`src/verilog/jtag_mon_cfg.svh`:
```
`ifndef JTAG_MON_CFG_SVH
`define JTAG_MON_CFG_SVH

// depth of each TMS/TDI/TDO record
`define CAPTURE_BITS 64

// display shape, 4 bits per hex digit
`define ROW_DIGITS   16
`define DISPLAY_ROWS 4
`define DISPLAY_BITS (`DISPLAY_ROWS * `ROW_DIGITS * 4)

// instruction register length
`define IR_LEN 4

// IDCODE after reset, bit 0 set as JTAG requires
`define IDCODE_RESET 32'h0A5C_3E1B

`endif

```
`src/verilog/jtag_mon_pkg.sv`:
```
`include "jtag_mon_cfg.svh"

package jtag_mon_pkg;

    // standard TAP state encoding
    typedef enum logic [3:0] {
        EXIT2_DR         = 4'h0,
        EXIT1_DR         = 4'h1,
        SHIFT_DR         = 4'h2,
        PAUSE_DR         = 4'h3,
        SELECT_IR_SCAN   = 4'h4,
        UPDATE_DR        = 4'h5,
        CAPTURE_DR       = 4'h6,
        SELECT_DR_SCAN   = 4'h7,
        EXIT2_IR         = 4'h8,
        EXIT1_IR         = 4'h9,
        SHIFT_IR         = 4'hA,
        PAUSE_IR         = 4'hB,
        RUN_TEST_IDLE    = 4'hC,
        UPDATE_IR        = 4'hD,
        CAPTURE_IR       = 4'hE,
        TEST_LOGIC_RESET = 4'hF
    } tap_state_e;

    // unknown codes select the bypass register
    typedef enum logic [`IR_LEN-1:0] {
        IR_IDCODE = {{(`IR_LEN-1){1'b0}}, 1'b1},
        IR_BYPASS = {`IR_LEN{1'b1}}
    } ir_op_e;

    typedef enum logic [1:0] {
        CFG_CTRL   = 2'd0, // bit 0 freeze, bit 1 clear
        CFG_IDCODE = 2'd1
    } cfg_reg_e;

    typedef struct packed {
        logic tck_rise;
        logic tck_fall;
        logic tms;
        logic tdi;
    } jtag_sample_t;

    typedef struct packed {
        logic        wr;
        cfg_reg_e    addr;
        logic [31:0] wdata;
    } cfg_wr_t;

    // newest bit at bit 0
    typedef struct packed {
        logic [`CAPTURE_BITS-1:0] tms;
        logic [`CAPTURE_BITS-1:0] tdi;
        logic [`CAPTURE_BITS-1:0] tdo;
    } capture_t;

    typedef struct packed {
        logic                              valid;
        logic [$clog2(`DISPLAY_ROWS)-1:0] row;
        logic [$clog2(`ROW_DIGITS)-1:0]   col;
        logic [3:0]                        nibble;
    } digit_t;

endpackage

```
`src/verilog/capture_bank.sv`:
```
`timescale 1ns/100ps
`include "jtag_mon_cfg.svh"

module capture_bank (
    input  logic                      clk,
    input  logic                      arst_n,
    input  jtag_mon_pkg::jtag_sample_t smp,
    input  logic                      tdo,
    input  logic                      freeze,
    input  logic                      clear,
    output jtag_mon_pkg::capture_t    cap
);

    localparam int DEPTH = `CAPTURE_BITS;

    // three parallel records stepped by the rise strobe, not by TCK
    always_ff @(posedge clk or negedge arst_n) begin
        if (!arst_n) begin
            cap <= '0;
        end else if (clear) begin
            cap <= '0; // wins over freeze too
        end else if (smp.tck_rise && !freeze) begin
            cap.tms <= {cap.tms[DEPTH-2:0], smp.tms};
            cap.tdi <= {cap.tdi[DEPTH-2:0], smp.tdi};
            cap.tdo <= {cap.tdo[DEPTH-2:0], tdo}; // value on the pin at the rise
        end
    end

endmodule

```
`src/verilog/digit_scan.sv`:
```
`timescale 1ns/100ps
`include "jtag_mon_cfg.svh"

module digit_scan (
    input  logic                     clk,
    input  logic                     arst_n,
    input  logic [`DISPLAY_BITS-1:0] display,
    input  logic                     scan_start,
    output jtag_mon_pkg::digit_t     digit
);

    localparam int ROW_BITS = `ROW_DIGITS * 4;
    localparam int COL_W    = $clog2(`ROW_DIGITS);
    localparam int IDX_W    = $clog2(`ROW_DIGITS * `DISPLAY_ROWS);

    logic [`DISPLAY_BITS-1:0] snap;
    logic [IDX_W-1:0]         idx; // {row, col}
    logic                     busy;
    logic [IDX_W+1:0]         nib_base;

    always_ff @(posedge clk) begin
        if (scan_start && !busy)
            snap <= display;
    end

    always_ff @(posedge clk or negedge arst_n) begin
        if (!arst_n) begin
            busy <= 1'b0;
            idx  <= '0;
        end else if (!busy) begin
            if (scan_start) begin
                busy <= 1'b1;
                idx  <= '0;
            end
        end else begin
            idx <= idx + 1'b1;
            if (idx == '1)
                busy <= 1'b0; // last digit out
        end
    end

    // row base plus column offset counted down from the row's top nibble
    assign nib_base = {idx[IDX_W-1:COL_W], {$clog2(ROW_BITS){1'b0}}}
                    + (IDX_W+2)'(ROW_BITS - 4)
                    - {idx[COL_W-1:0], 2'b00};

    assign digit.valid  = busy;
    assign digit.row    = idx[IDX_W-1:COL_W];
    assign digit.col    = idx[COL_W-1:0];
    assign digit.nibble = snap[nib_base +: 4];

endmodule

```
`src/verilog/display_compose.sv`:
```
`timescale 1ns/100ps
`include "jtag_mon_cfg.svh"

module display_compose (
    input  jtag_mon_pkg::capture_t   cap,
    input  jtag_mon_pkg::tap_state_e tap_state,
    output logic [`DISPLAY_BITS-1:0] display
);

    localparam int ROW_BITS = `ROW_DIGITS * 4;

    // digit 0 of a row sits in the top nibble of that row's slice
    always_comb begin
        display = '0;

        // row 0: state code, then TDI as binary with the newest bit rightmost
        display[ROW_BITS-1 -: 4] = tap_state;
        for (int j = 0; j < `ROW_DIGITS - 1; j++) begin
            display[4*j +: 4] = {3'b000, cap.tdi[j]};
        end

        // rows 1..3 in hex, record bits 63:60 in digit 0
        display[1*ROW_BITS +: ROW_BITS] = cap.tms;
        display[2*ROW_BITS +: ROW_BITS] = cap.tdi;
        display[3*ROW_BITS +: ROW_BITS] = cap.tdo;
    end

endmodule

```
`src/verilog/jtag_monitor.sv`:
```
`timescale 1ns/100ps
`include "jtag_mon_cfg.svh"

module jtag_monitor (
    input  logic                     clk,
    input  logic                     arst_n,
    input  logic                     tck,
    input  logic                     tms,
    input  logic                     tdi,
    input  jtag_mon_pkg::cfg_wr_t    cfg,
    input  logic                     scan_start,
    output logic                     tdo,
    output jtag_mon_pkg::tap_state_e tap_state,
    output jtag_mon_pkg::digit_t     digit
);
    import jtag_mon_pkg::*;

    jtag_sample_t             smp;
    capture_t                 cap;
    logic [31:0]              idcode;
    logic                     freeze;
    logic                     clear;
    logic [`DISPLAY_BITS-1:0] display;

    jtag_pad_sync jtag_pad_sync_inst (
        .clk    (clk),
        .arst_n (arst_n),
        .tck    (tck),
        .tms    (tms),
        .tdi    (tdi),
        .smp    (smp)
    );

    mon_ctrl_regs mon_ctrl_regs_inst (
        .clk    (clk),
        .arst_n (arst_n),
        .cfg    (cfg),
        .idcode (idcode),
        .freeze (freeze),
        .clear  (clear)
    );

    // test target answering IDCODE and BYPASS
    jtag_tap jtag_tap_inst (
        .clk       (clk),
        .arst_n    (arst_n),
        .smp       (smp),
        .idcode    (idcode),
        .tdo       (tdo),
        .tap_state (tap_state)
    );

    capture_bank capture_bank_inst (
        .clk    (clk),
        .arst_n (arst_n),
        .smp    (smp),
        .tdo    (tdo), // target response is recorded too
        .freeze (freeze),
        .clear  (clear),
        .cap    (cap)
    );

    display_compose display_compose_inst (
        .cap       (cap),
        .tap_state (tap_state),
        .display   (display)
    );

    digit_scan digit_scan_inst (
        .clk        (clk),
        .arst_n     (arst_n),
        .display    (display),
        .scan_start (scan_start),
        .digit      (digit)
    );

endmodule

```
`src/verilog/jtag_pad_sync.sv`:
```
`timescale 1ns/100ps

module jtag_pad_sync (
    input  logic                      clk,
    input  logic                      arst_n,
    input  logic                      tck,
    input  logic                      tms,
    input  logic                      tdi,
    output jtag_mon_pkg::jtag_sample_t smp
);

    logic [2:0] tck_q; // [0] meta, [1] sync, [2] previous sync
    logic [1:0] tms_q;
    logic [1:0] tdi_q;
    logic       rise_q;
    logic       fall_q;

    always_ff @(posedge clk or negedge arst_n) begin
        if (!arst_n) begin
            tck_q  <= '0;
            tms_q  <= '0;
            tdi_q  <= '0;
            rise_q <= 1'b0;
            fall_q <= 1'b0;
        end else begin
            tck_q  <= {tck_q[1:0], tck};
            tms_q  <= {tms_q[0], tms};
            tdi_q  <= {tdi_q[0], tdi};
            rise_q <= tck_q[1] & ~tck_q[2]; // one cycle per edge
            fall_q <= ~tck_q[1] & tck_q[2];
        end
    end

    assign smp.tck_rise = rise_q;
    assign smp.tck_fall = fall_q;
    assign smp.tms      = tms_q[1];
    assign smp.tdi      = tdi_q[1];

endmodule

```
`src/verilog/jtag_tap.sv`:
```
`timescale 1ns/100ps
`include "jtag_mon_cfg.svh"

module jtag_tap (
    input  logic                      clk,
    input  logic                      arst_n,
    input  jtag_mon_pkg::jtag_sample_t smp,
    input  logic [31:0]               idcode,
    output logic                      tdo,
    output jtag_mon_pkg::tap_state_e  tap_state
);
    import jtag_mon_pkg::*;

    tap_state_e         state_next;
    ir_op_e             ir;
    logic [`IR_LEN-1:0] ir_sr;
    logic [31:0]        dr_sr;
    logic               bypass;
    logic               sel_idcode;

    assign sel_idcode = (ir == IR_IDCODE); // anything else acts as BYPASS

    always_comb begin
        case (tap_state)
            TEST_LOGIC_RESET: state_next = smp.tms ? TEST_LOGIC_RESET : RUN_TEST_IDLE;
            RUN_TEST_IDLE:    state_next = smp.tms ? SELECT_DR_SCAN   : RUN_TEST_IDLE;
            SELECT_DR_SCAN:   state_next = smp.tms ? SELECT_IR_SCAN   : CAPTURE_DR;
            CAPTURE_DR:       state_next = smp.tms ? EXIT1_DR         : SHIFT_DR;
            SHIFT_DR:         state_next = smp.tms ? EXIT1_DR         : SHIFT_DR;
            EXIT1_DR:         state_next = smp.tms ? UPDATE_DR        : PAUSE_DR;
            PAUSE_DR:         state_next = smp.tms ? EXIT2_DR         : PAUSE_DR;
            EXIT2_DR:         state_next = smp.tms ? UPDATE_DR        : SHIFT_DR;
            UPDATE_DR:        state_next = smp.tms ? SELECT_DR_SCAN   : RUN_TEST_IDLE;
            SELECT_IR_SCAN:   state_next = smp.tms ? TEST_LOGIC_RESET : CAPTURE_IR;
            CAPTURE_IR:       state_next = smp.tms ? EXIT1_IR         : SHIFT_IR;
            SHIFT_IR:         state_next = smp.tms ? EXIT1_IR         : SHIFT_IR;
            EXIT1_IR:         state_next = smp.tms ? UPDATE_IR        : PAUSE_IR;
            PAUSE_IR:         state_next = smp.tms ? EXIT2_IR         : PAUSE_IR;
            EXIT2_IR:         state_next = smp.tms ? UPDATE_IR        : SHIFT_IR;
            UPDATE_IR:        state_next = smp.tms ? SELECT_DR_SCAN   : RUN_TEST_IDLE;
            default:          state_next = TEST_LOGIC_RESET;
        endcase
    end

    // state and IR step on the TCK rise strobe
    always_ff @(posedge clk or negedge arst_n) begin
        if (!arst_n) begin
            tap_state <= TEST_LOGIC_RESET;
            ir        <= IR_IDCODE;
        end else if (smp.tck_rise) begin
            tap_state <= state_next;
            if (state_next == TEST_LOGIC_RESET)
                ir <= IR_IDCODE;
            else if (tap_state == UPDATE_IR)
                ir <= ir_op_e'(ir_sr);
        end
    end

    // shift paths, loaded in the capture states before use
    always_ff @(posedge clk) begin
        if (smp.tck_rise) begin
            case (tap_state)
                CAPTURE_IR: ir_sr <= {{(`IR_LEN-1){1'b0}}, 1'b1};
                SHIFT_IR:   ir_sr <= {smp.tdi, ir_sr[`IR_LEN-1:1]}; // LSB goes out first
                CAPTURE_DR: begin
                    dr_sr  <= idcode;
                    bypass <= 1'b0;
                end
                SHIFT_DR: begin
                    if (sel_idcode)
                        dr_sr <= {smp.tdi, dr_sr[31:1]};
                    else
                        bypass <= smp.tdi;
                end
                default: ;
            endcase
        end
    end

    // tdo changes on the falling edge only
    always_ff @(posedge clk or negedge arst_n) begin
        if (!arst_n) begin
            tdo <= 1'b0;
        end else if (smp.tck_fall) begin
            case (tap_state)
                SHIFT_DR: tdo <= sel_idcode ? dr_sr[0] : bypass;
                SHIFT_IR: tdo <= ir_sr[0];
                default:  tdo <= 1'b0;
            endcase
        end
    end

endmodule

```
`src/verilog/mon_ctrl_regs.sv`:
```
`timescale 1ns/100ps
`include "jtag_mon_cfg.svh"

module mon_ctrl_regs (
    input  logic                  clk,
    input  logic                  arst_n,
    input  jtag_mon_pkg::cfg_wr_t cfg,
    output logic [31:0]           idcode,
    output logic                  freeze,
    output logic                  clear
);
    import jtag_mon_pkg::*;

    always_ff @(posedge clk or negedge arst_n) begin
        if (!arst_n) begin
            idcode <= `IDCODE_RESET;
            freeze <= 1'b0;
            clear  <= 1'b0;
        end else begin
            clear <= 1'b0; // single cycle pulse
            if (cfg.wr) begin
                case (cfg.addr)
                    CFG_CTRL: begin
                        freeze <= cfg.wdata[0];
                        clear  <= cfg.wdata[1];
                    end
                    CFG_IDCODE: idcode <= cfg.wdata;
                    default: ; // unused address, write dropped
                endcase
            end
        end
    end

endmodule
```
`config.mk`:
```
export PLATFORM = sky130hd
export DESIGN_NAME = jtag_monitor
export DESIGN_NICKNAME = d
export VERILOG_FILES = /design/src/verilog/jtag_mon_pkg.sv /design/src/verilog/capture_bank.sv /design/src/verilog/digit_scan.sv /design/src/verilog/display_compose.sv /design/src/verilog/jtag_monitor.sv /design/src/verilog/jtag_pad_sync.sv /design/src/verilog/jtag_tap.sv /design/src/verilog/mon_ctrl_regs.sv
export VERILOG_INCLUDE_DIRS = /design/src /design/src/verilog
export SDC_FILE = /design/constraint.sdc
export NUM_CORES = 1
export LEC_CHECK = 0
export ABC_AREA = 1
export BUFFER_PORTS_ARGS = -buffer_cell sky130_fd_sc_hd__buf_4
export CORE_AREA = 2 2 229 186
export DETAILED_ROUTE_END_ITERATION = 7
export DIE_AREA = 0 0 231 188
export GPL_TIMING_DRIVEN = 1
export HOLD_SLACK_MARGIN = 0.12
export PLACE_DENSITY = 0.74
export REMOVE_ABC_BUFFERS = 1
export SETUP_SLACK_MARGIN = 0.1
export SLEW_MARGIN = 25
export SYNTH_ARGS = -nofsm -noshare
export SYNTH_HDL_FRONTEND = slang
export SYNTH_SLANG_ARGS = --single-unit
```
`constraint.sdc`:
```
create_clock -name clk -period 9.2 [get_ports clk]
set_input_delay 1.84 -clock clk [delete_from_list [all_inputs] [get_ports clk]]
set_output_delay 1.84 -clock clk [all_outputs]
set_load 0.05 [all_outputs]
```
* Word level (Yosys, flattened, before mapping)
Cells that the tools add are included.
Cells by class: add/sub/neg operators 3, eq/ne operators 21, shifts and indexed selects 1, mux-type cells 31, bitwise logic cells 4, reduce and logical (&&, ||, !) cells 20
Operators by type and width (number):
- two-way mux 192 bit | 2
- indexed part select 256 x 9 -> 4 bit | 1
- one-hot mux 32 bit (2 select lines) | 1
- one-hot mux 4 bit (12 select lines) | 1
- equality test 4 bit (second input constant) | 9
- two-way mux 32 bit | 1
- equality test 4 x 3 -> 1 bit (second input constant) | 4
- two-way mux 2 bit | 6
- two-way mux 3 bit | 4
- two-way mux 4 bit | 3
- two-way mux 6 bit | 2
- nonzero test 2 bit | 5
- adder 8 x 6 -> 8 bit (second input constant) | 1
- equality test 4 x 1 -> 1 bit (second input constant) | 2
- equality test 4 x 2 -> 1 bit (second input constant) | 2
- two-way mux 1 bit | 8
- one-hot mux 4 bit (2 select lines) | 1
- AND reduction 2 bit | 4
- subtractor 8 x 6 -> 8 bit | 1
- adder 6 x 1 -> 6 bit (second input constant) | 1
- equality test 6 bit (second input constant) | 1
- AND reduction 3 bit | 2
- logical NOT 4 bit | 1
- one-hot mux 1 bit (2 select lines) | 2
- 10 further kinds | 15
Storage, ports and cells: flip-flop bits (word level) 499, output and inout port bits 16, logic and storage cells 100

* Longest topological paths before layout
Gate-level depths: netlist (run 1).
depth in word-level cells 6, gate-level depth with buffers 15

* By module
From an unflattened synthesis (run 1), not the netlist that was laid out.
Unflattened totals: cells, all modules 2857, area total of the unflattened synthesis 25577.0 µm²
By module, submodules not included:
- digit_scan | instances 1, cells an instance 981, area an instance 11035.6 µm², sequential area each 7862.5 µm²
- capture_bank | instances 1, cells an instance 1211, area an instance 8729.6 µm², sequential area each 4804.6 µm²
- jtag_tap | instances 1, cells an instance 238, area an instance 2155.8 µm², sequential area each 1342.5 µm²
- display_compose | instances 1, cells an instance 257, area an instance 1925.6 µm², sequential area each 0.0 µm²
- mon_ctrl_regs | instances 1, cells an instance 153, area an instance 1460.2 µm², sequential area each 869.6 µm²
- jtag_pad_sync | instances 1, cells an instance 17, area an instance 270.3 µm², sequential area each 225.2 µm²

* Worst setup path after synthesis (run 1)
Ideal clock, no wire load.
path kind in2reg, from input scan_start, to register digit_scan_inst.idx[5], library setup time 0.132 ns, data arrival time 10.924 ns, required time 9.068 ns, slack -1.856 ns, stages 5, buffers on the path 0, path through inv_1 -> nor2_1 -> inv_1 -> nand3_1 -> o21ai_1
On the way: longest elaborated chain between the ends 1
RTL lines:
- start: declaration | line jtag_monitor.sv:11 | input logic scan_start,
- nonzero test 2 bit (no line)
- end signal: assignment | line digit_scan.sv:36 | idx <= idx + 1'b1;
- end: declaration | line digit_scan.sv:17 | logic [IDX_W-1:0] idx;
No other way between the ends. A chain may end at the register's enable or synchronous reset.

==> results.sh, run 1 <==
export IMPL_slew_viol_final=0
export IMPL_nets=2064
export IMPL_cts_sinks=484
export IMPL_internal_power_mw=3.96
export IMPL_synth_area_top_cells="edfxtp_1, dfrtp_1, nor2_1"
export IMPL_worstMarginPinSlew_ps=945
export IMPL_netlist_top_cell_by_area="edfxtp_1"
export IMPL_clk_pin_slew_ps=60
export IMPL_numPortBuffers=56
export IMPL_fp_dieW_um=231
export IMPL_drt_wl_total_mm=41.8
export IMPL_clk_path_buf_depth=3
export IMPL_hold_path_class="register to register"
export IMPL_grt_pass1_wl_mm=70.0
export IMPL_dp_hpwl_mm=24.0
export IMPL_core_area_um2=41200
export IMPL_switchingPower_mw=1.91
export IMPL_cp_common_cell="nand2_1"
export IMPL_pwr_density_cell_nw_per_um2=260
export IMPL_cpLargestDelayFamily="buffers and inverters"
export IMPL_place_inst=2524
export IMPL_vias_per_cell=5.22
export IMPL_ys_seq_elements=484
export IMPL_pre_cts_slack_ps=4770
export IMPL_clock_skew_ps=22.6
export IMPL_startpoint_type="register"
export IMPL_yosys_warnings=0
export IMPL_die_height_um=188
export IMPL_synth_top_area_share_pct=34.4
export IMPL_syn_area_um2=20300
export IMPL_seq_area_um2=13300
export IMPL_pwr_share_clk_pct=32.8
export IMPL_drv_cap=0
export IMPL_p_leak_nw=9.49
export IMPL_area_growth_pct=11.1
export IMPL_setup_viol_count_final=0
export IMPL_nFillCells=3515
export IMPL_hold_buffers=0
export IMPL_cpPeakStageDelay_ps=700
export IMPL_cts_resized=0
export IMPL_max_freq_mhz=197
export IMPL_status="completed"
export IMPL_period_share_pct=55.2
export IMPL_grt_max_degree=198
export IMPL_power_mw=5.87
export IMPL_globalplace_congestion=0.836
export IMPL_arrival_ps=3240
export IMPL_numCtsBuffers=47
export IMPL_antenna_found_initial=0
export IMPL_path_cells="buf_4 -> nor2_1 -> nor2_1 -> a21oi_1 -> o21ai_0 -> nand3_1 -> nand2_1 -> nand2_1 -> nand2_1 -> nand2_1 -> inv_1 -> buf_4"
export IMPL_peakVddDrop_uv=185
export IMPL_seqPwrFrac_pct=43.1
export IMPL_ios=57
export IMPL_period_needed_ps=5080
export IMPL_cts_tree="yes"
export IMPL_rsz0062_at_grt="false"
export IMPL_multi_input_area_um2=5560
export IMPL_syn_inst=2013
export IMPL_final_util_pct=54.7
export IMPL_cts_htree_levels=2
export IMPL_ant_nets=0
export IMPL_remaining_drc_errors=0
export IMPL_yosysUniqueCellTypes=34
export IMPL_seq_area_frac_synth_pct=65.5
export IMPL_dieArea_um2=43400
export IMPL_clock_latency_ps=580
export IMPL_hold_viol=0
export IMPL_synth_area_per_cell_um2=10.1
export IMPL_first_iter_violations=1526
export IMPL_root_buffer="clkbuf_16"
export IMPL_drive_above_1_share_pct=12.0
export IMPL_initial_core_util_pct=49.3
export IMPL_crit_fanout=72
export IMPL_crit_required_ps=7360
export IMPL_vias=13600
export IMPL_grt_pass1_vias=13700
export IMPL_cp_slowest_cell="dfrtp_4"
export IMPL_crit_type="register to output port"
export IMPL_critical_path_endpoint_type="output port"
export IMPL_combPwrFrac_pct=24.1
export IMPL_gr_total_overflow=0
export IMPL_post_cts_setup_buffer_count=0
export IMPL_cp_buffers_inverters=3
export IMPL_worst_slew_margin_rel_pct=37.0
export IMPL_track_usage_pct=19.8
export IMPL_swShare_pct=32.5
export IMPL_rows=67
export IMPL_wl_per_cell_um=16.0
export IMPL_layout_setup_ws_ps=4120
export IMPL_fin_cells=2612
export IMPL_drt_pass1_iter_count=5
export IMPL_diodes=0
-- per-layer routing --
metal  track usage [%]  part of all wire, %
met1              28.1                   45
met2              31.1                   46
met3              3.88                  6.6
met4              6.03                  2.3
met5                 0                    0
-- stage by stage --
stage / cell area, um^2 / hold WS, ps / TNS [ps]
global placement: 21000 / 333 / 0
CTS: 22500 / 350 / 0
detailed placement: 21000 / 336 / 0
finish: 22600 / 352 / 0
global route: 22600 / 351 / 0
floorplan: 19700 / 331 / -329410
-- power groups by stage --
stage                     registers, mW  clock network, mW  logic, mW
final                              2.53               1.93       1.41
after global routing               2.54               2.06       1.56
after CTS                          2.53               1.97       1.41
after detailed placement           2.57                  0       1.40
after global placement             2.56                  0       1.37
after floorplan                    2.68                  0      0.829
-- registers in the layout, summed over array words and instances (netlist names), 2 cells and up --
name and count:
capture_bank_inst.cap 192, jtag_pad_sync_inst.tms_q 2, jtag_tap_inst.dr_sr 32, jtag_pad_sync_inst.tdi_q 2, jtag_tap_inst.ir 4, digit_scan_inst.idx 6
jtag_tap_inst.ir_sr 4, jtag_pad_sync_inst.tck_q 3, digit_scan_inst.snap 196, mon_ctrl_regs_inst.idcode 32, jtag_tap_inst.tap_state 4
-- cells in the mapped netlist --
cell / number
buf_1: 6
nand3_1: 77
nand2_1: 348
dfrtp_1: 231
nor4_4: 1
a21oi_1: 9
nand2_2: 4
buf_6: 10
dfstp_2: 20
mux2_2: 62
or2_1: 1
nor2_4: 2
o21ai_1: 73
nor2_2: 1
edfxtp_1: 233
o21bai_1: 1
buf_4: 6
clkbuf_1: 37
nor2_1: 359
nand3b_1: 1
buf_2: 53
mux2_1: 2
nand3_4: 1
o21ai_2: 1
o22ai_1: 3
nor3_1: 2
nand4_1: 5
inv_4: 2
o211ai_1: 13
o21ai_0: 213
inv_1: 227
inv_2: 6
or2_2: 2
ha_1: 1
-- layout by cell type, fill, tap and decap left out, types with 2 or more instances in the layout --
cell	instances
dfrtp_4	2
clkinv_1	3
inv_1	227
buf_4	68
o211ai_1	13
inv_2	6
nand2_2	4
bufinv_16	4
o21ai_0	213
nand2_1	348
nand3_1	77
o22ai_1	3
or2_2	2
clkbuf_1	17
mux2_1	2
nor2_4	3
mux2_2	62
nor2_1	358
a21oi_1	9
clkbuf_8	5
dfstp_2	20
dfrtp_1	228
nand4_1	5
clkbuf_16	48
inv_4	2
edfxtp_1	233
o21ai_1	73
clkinv_2	6
-- final timing paths --
path	from	end	slack [ps]	depth (start not counted)
max in group asynchronous	arst_n	mon_ctrl_regs_inst.clear$_DFF_PN0_	6520	2
min in group asynchronous	arst_n	capture_bank_inst.cap[107]$_DFFE_PN0P_	1270	1
min reg2reg	jtag_pad_sync_inst.tck_q[0]$_DFF_PN0_	jtag_pad_sync_inst.tck_q[1]$_DFF_PN0_	350	0
min	jtag_pad_sync_inst.tck_q[0]$_DFF_PN0_	jtag_pad_sync_inst.tck_q[1]$_DFF_PN0_	350	0
max reg2reg	jtag_pad_sync_inst.rise_q$_DFF_PN0_	capture_bank_inst.cap[180]$_DFFE_PN0P_	6450	6
max	digit_scan_inst.idx[0]$_DFFE_PN0P_	digit[2]	4120	12
-- worst register-to-register path, delay by kind of cell (launching register included) --
| family | cells | cell delay [ps] |
|---|---|---|
| AO/OA/AOI/OAI | 1 | 130 |
| buffers and inverters | 3 | 1590 |
| AND/OR/NAND/NOR | 2 | 350 |
| flip-flops | 1 | 580 |
-- layout make-up --
cell class                 instances  area share (%)
tap                              552            3.06
clock buffer                      70            5.91
inverter                         235            3.93
multi-input combinational       1182            24.6
clock inverter                    17           0.909
timing repair buffer              72            2.59
sequential                       484            59.0
-- kinds of logic (layout without fill, tap and decap cells) --
kind of cell | Yosys count | after routing | share of synthesized area (%)
flops | 484 | 484 | 65.5
mux | 64 | 64 | 3.55
fa+ha+maj | 1 | 1 | 0.0616
simple gates | 804 | 804 | 15.7
compound gates | 313 | 313 | 7.92
buf+inv | 347 | 394 | 7.24
Note: power is estimated with default switching activity, not from simulation.
==> run 2: changes to the inputs <==
clock period = 4.61 ns   (was 9.2 ns; I/O delays follow)
==> run 2 against run 1 <==
  * First-iteration DRC count shrank 6.0%
  * Largest cell class unchanged
  * Sequential power grew 98%
  * Combinational power rose by 110%
  * Die area did not move
  * Critical path depth fell by 2
==> results.sh, run 2 (synthesis results as in run 1) <==
export IMPL_hold_ws_ps=349
export IMPL_peakVddDrop_uv=414
export IMPL_vias_per_cell=5.21
export IMPL_wl_per_cell_um=16.2
export IMPL_grt_pass1_wl_mm=71.1
export IMPL_rows=67
export IMPL_rsz0062_at_grt="false"
export IMPL_globalplace_congestion=0.832
export IMPL_hold_viol=0
export IMPL_clock_latency_ps=570
export IMPL_drv_cap=0
export IMPL_internal_power_mw=7.81
export IMPL_placed_area_um2=21100
export IMPL_max_freq_mhz=251
export IMPL_path_cells="inv_4 -> o21ai_0 -> nand3_1 -> nand3_1 -> nand2_1 -> nand2_1 -> nand2_1 -> nand2_1 -> inv_1 -> buf_4"
export IMPL_crit_type="register to output port"
export IMPL_post_cts_setup_buffer_count=0
export IMPL_arrival_ps=3060
export IMPL_r2r_cells=6
export IMPL_drive_above_1_share_pct=12.3
export IMPL_crit_fanout=98
export IMPL_period_share_pct=86.5
export IMPL_core_area_um2=41200
export IMPL_pwr_density_cell_nw_per_um2=516
export IMPL_diodes=0
export IMPL_cts_htree_levels=2
export IMPL_top_register="digit_scan_inst.snap"
export IMPL_antenna_found_initial=0
export IMPL_drt_wl_total_mm=42.6
export IMPL_first_iter_violations=1434
export IMPL_switchingPower_mw=3.87
export IMPL_fin_tns_setup_ps=0
export IMPL_dr_max_layer_used="met4"
export IMPL_final_area_um2=22600
export IMPL_cpPeakStageDelay_ps=670
export IMPL_grt_pass1_vias=13900
export IMPL_ios=57
export IMPL_period_needed_ps=3990
export IMPL_clock_skew_ps=23.8
export IMPL_area_growth_pct=11.5
export IMPL_seqPwrFrac_pct=42.8
export IMPL_gr_total_overflow=0
export IMPL_vias=13700
export IMPL_hold_path_class="register to register"
export IMPL_startpoint_type="register"
export IMPL_cts_tree="yes"
export IMPL_cts_sinks=484
export IMPL_initial_core_util_pct=49.3
export IMPL_cp_common_cell="nand2_1"
export IMPL_final_cell_mix="nor2_1, nand2_1, edfxtp_1"
export IMPL_dp_hpwl_mm=24.9
export IMPL_largest_reg_flops=196
export IMPL_cp_slowest_cell="inv_4"
export IMPL_fp_dieW_um=231
export IMPL_wl_met3_mm=2.93
export IMPL_numCtsBuffers=49
export IMPL_die_height_um=188
export IMPL_cts_resized=0
export IMPL_grt_max_degree=111
export IMPL_numPortBuffers=56
export IMPL_wl_met1_mm=19.1
export IMPL_dr_wl_met2_mm=19.7
export IMPL_root_buffer="clkbuf_16"
export IMPL_slew_viol_final=0
export IMPL_clk_path_buf_depth=3
export IMPL_nets=2075
export IMPL_crit_required_ps=3690
export IMPL_p_leak_nw=9.54
export IMPL_dieArea_um2=43400
export IMPL_remaining_drc_errors=0
export IMPL_critical_path_endpoint_type="output port"
export IMPL_track_usage_pct=20.2
export IMPL_clk_pin_slew_ps=60
export IMPL_hold_buffers=0
export IMPL_worstMarginPinSlew_ps=1010
export IMPL_pwr_share_clk_pct=31.8
export IMPL_worst_slew_margin_rel_pct=32.7
export IMPL_nFillCells=3620
export IMPL_status="completed"
export IMPL_rrSetupSlack_ps=1850
export IMPL_ant_nets=0
export IMPL_drt_pass1_iter_count=6
export IMPL_combPwrFrac_pct=25.4
export IMPL_final_common_cell="nor2_1"
export IMPL_setup_viol_count_final=0
export IMPL_reg_top3="digit_scan_inst.snap (196), capture_bank_inst.cap (192)"
export IMPL_hold_depth=0
export IMPL_swShare_pct=33.1
run 2: cell types whose count changed in the layout (fill, tap and decap cells not counted), sizes merged:
cell / delta
inv: -1
buf: +9
bufinv: -3
clkinv: +8
run 2: layout make-up:
class	instances	area [um^2]	area share, %
clock buffer	70	1370	6.03
multi-input combinational	1182	5560	24.5
tap	552	691	3.05
sequential	484	13300	58.8
clock inverter	21	135	0.597
timing repair buffer	81	702	3.10
inverter	235	887	3.92
run 2: final timing paths:
path	to	from
worst max-delay path	digit[3]	digit_scan_inst.idx[0]$_DFFE_PN0P_
worst min-delay path	jtag_pad_sync_inst.tdi_q[1]$_DFF_PN0_	jtag_pad_sync_inst.tdi_q[0]$_DFF_PN0_
worst max register to register	capture_bank_inst.cap[183]$_DFFE_PN0P_	jtag_pad_sync_inst.rise_q$_DFF_PN0_
worst min register to register	jtag_pad_sync_inst.tdi_q[1]$_DFF_PN0_	jtag_pad_sync_inst.tdi_q[0]$_DFF_PN0_
max in group asynchronous	capture_bank_inst.cap[24]$_DFFE_PN0P_	arst_n
min in group asynchronous	capture_bank_inst.cap[116]$_DFFE_PN0P_	arst_n
run 2: metrics by stage:
step                instances  setup slack, ps  power, mW  util (%)
finish                   2625              623       11.7      54.9
floorplan                1901            -5540       7.00         -
detailed placement       2533             1300       8.02      51.2
CTS                      2624              663       11.7      54.9
global placement         2532             1330       7.97      51.1
global route             2625              430       12.3      54.9
run 2: layer usage:
| metal | up-vias | global-route usage, % |
|---|---|---|
| met4 | 0 | 5.58 |
| met2 | 459 | 31.6 |
| met5 | - | 0 |
| li1 | 6545 | - |
| met1 | 6589 | 29.1 |
| met3 | 74 | 3.53 |
run 2: power by group through the flow:
stage | clock, mW | sequential [mW] | combinational [mW]
global placement | 0 | 5.07 | 2.90
detailed placement | 0 | 5.08 | 2.94
CTS | 3.79 | 5.00 | 2.95
global route | 3.98 | 5.03 | 3.27
floorplan | 0 | 5.35 | 1.65
finish | 3.71 | 5.00 | 2.96
run 2: worst max-delay path: cells and delay by family (launching register included):
family / cells / cell delay, ps
AOI/OAI and AO/OA: 1 / 360
and+or+nand+nor: 6 / 630
buffers and inverters: 3 / 910
DFF: 1 / 500
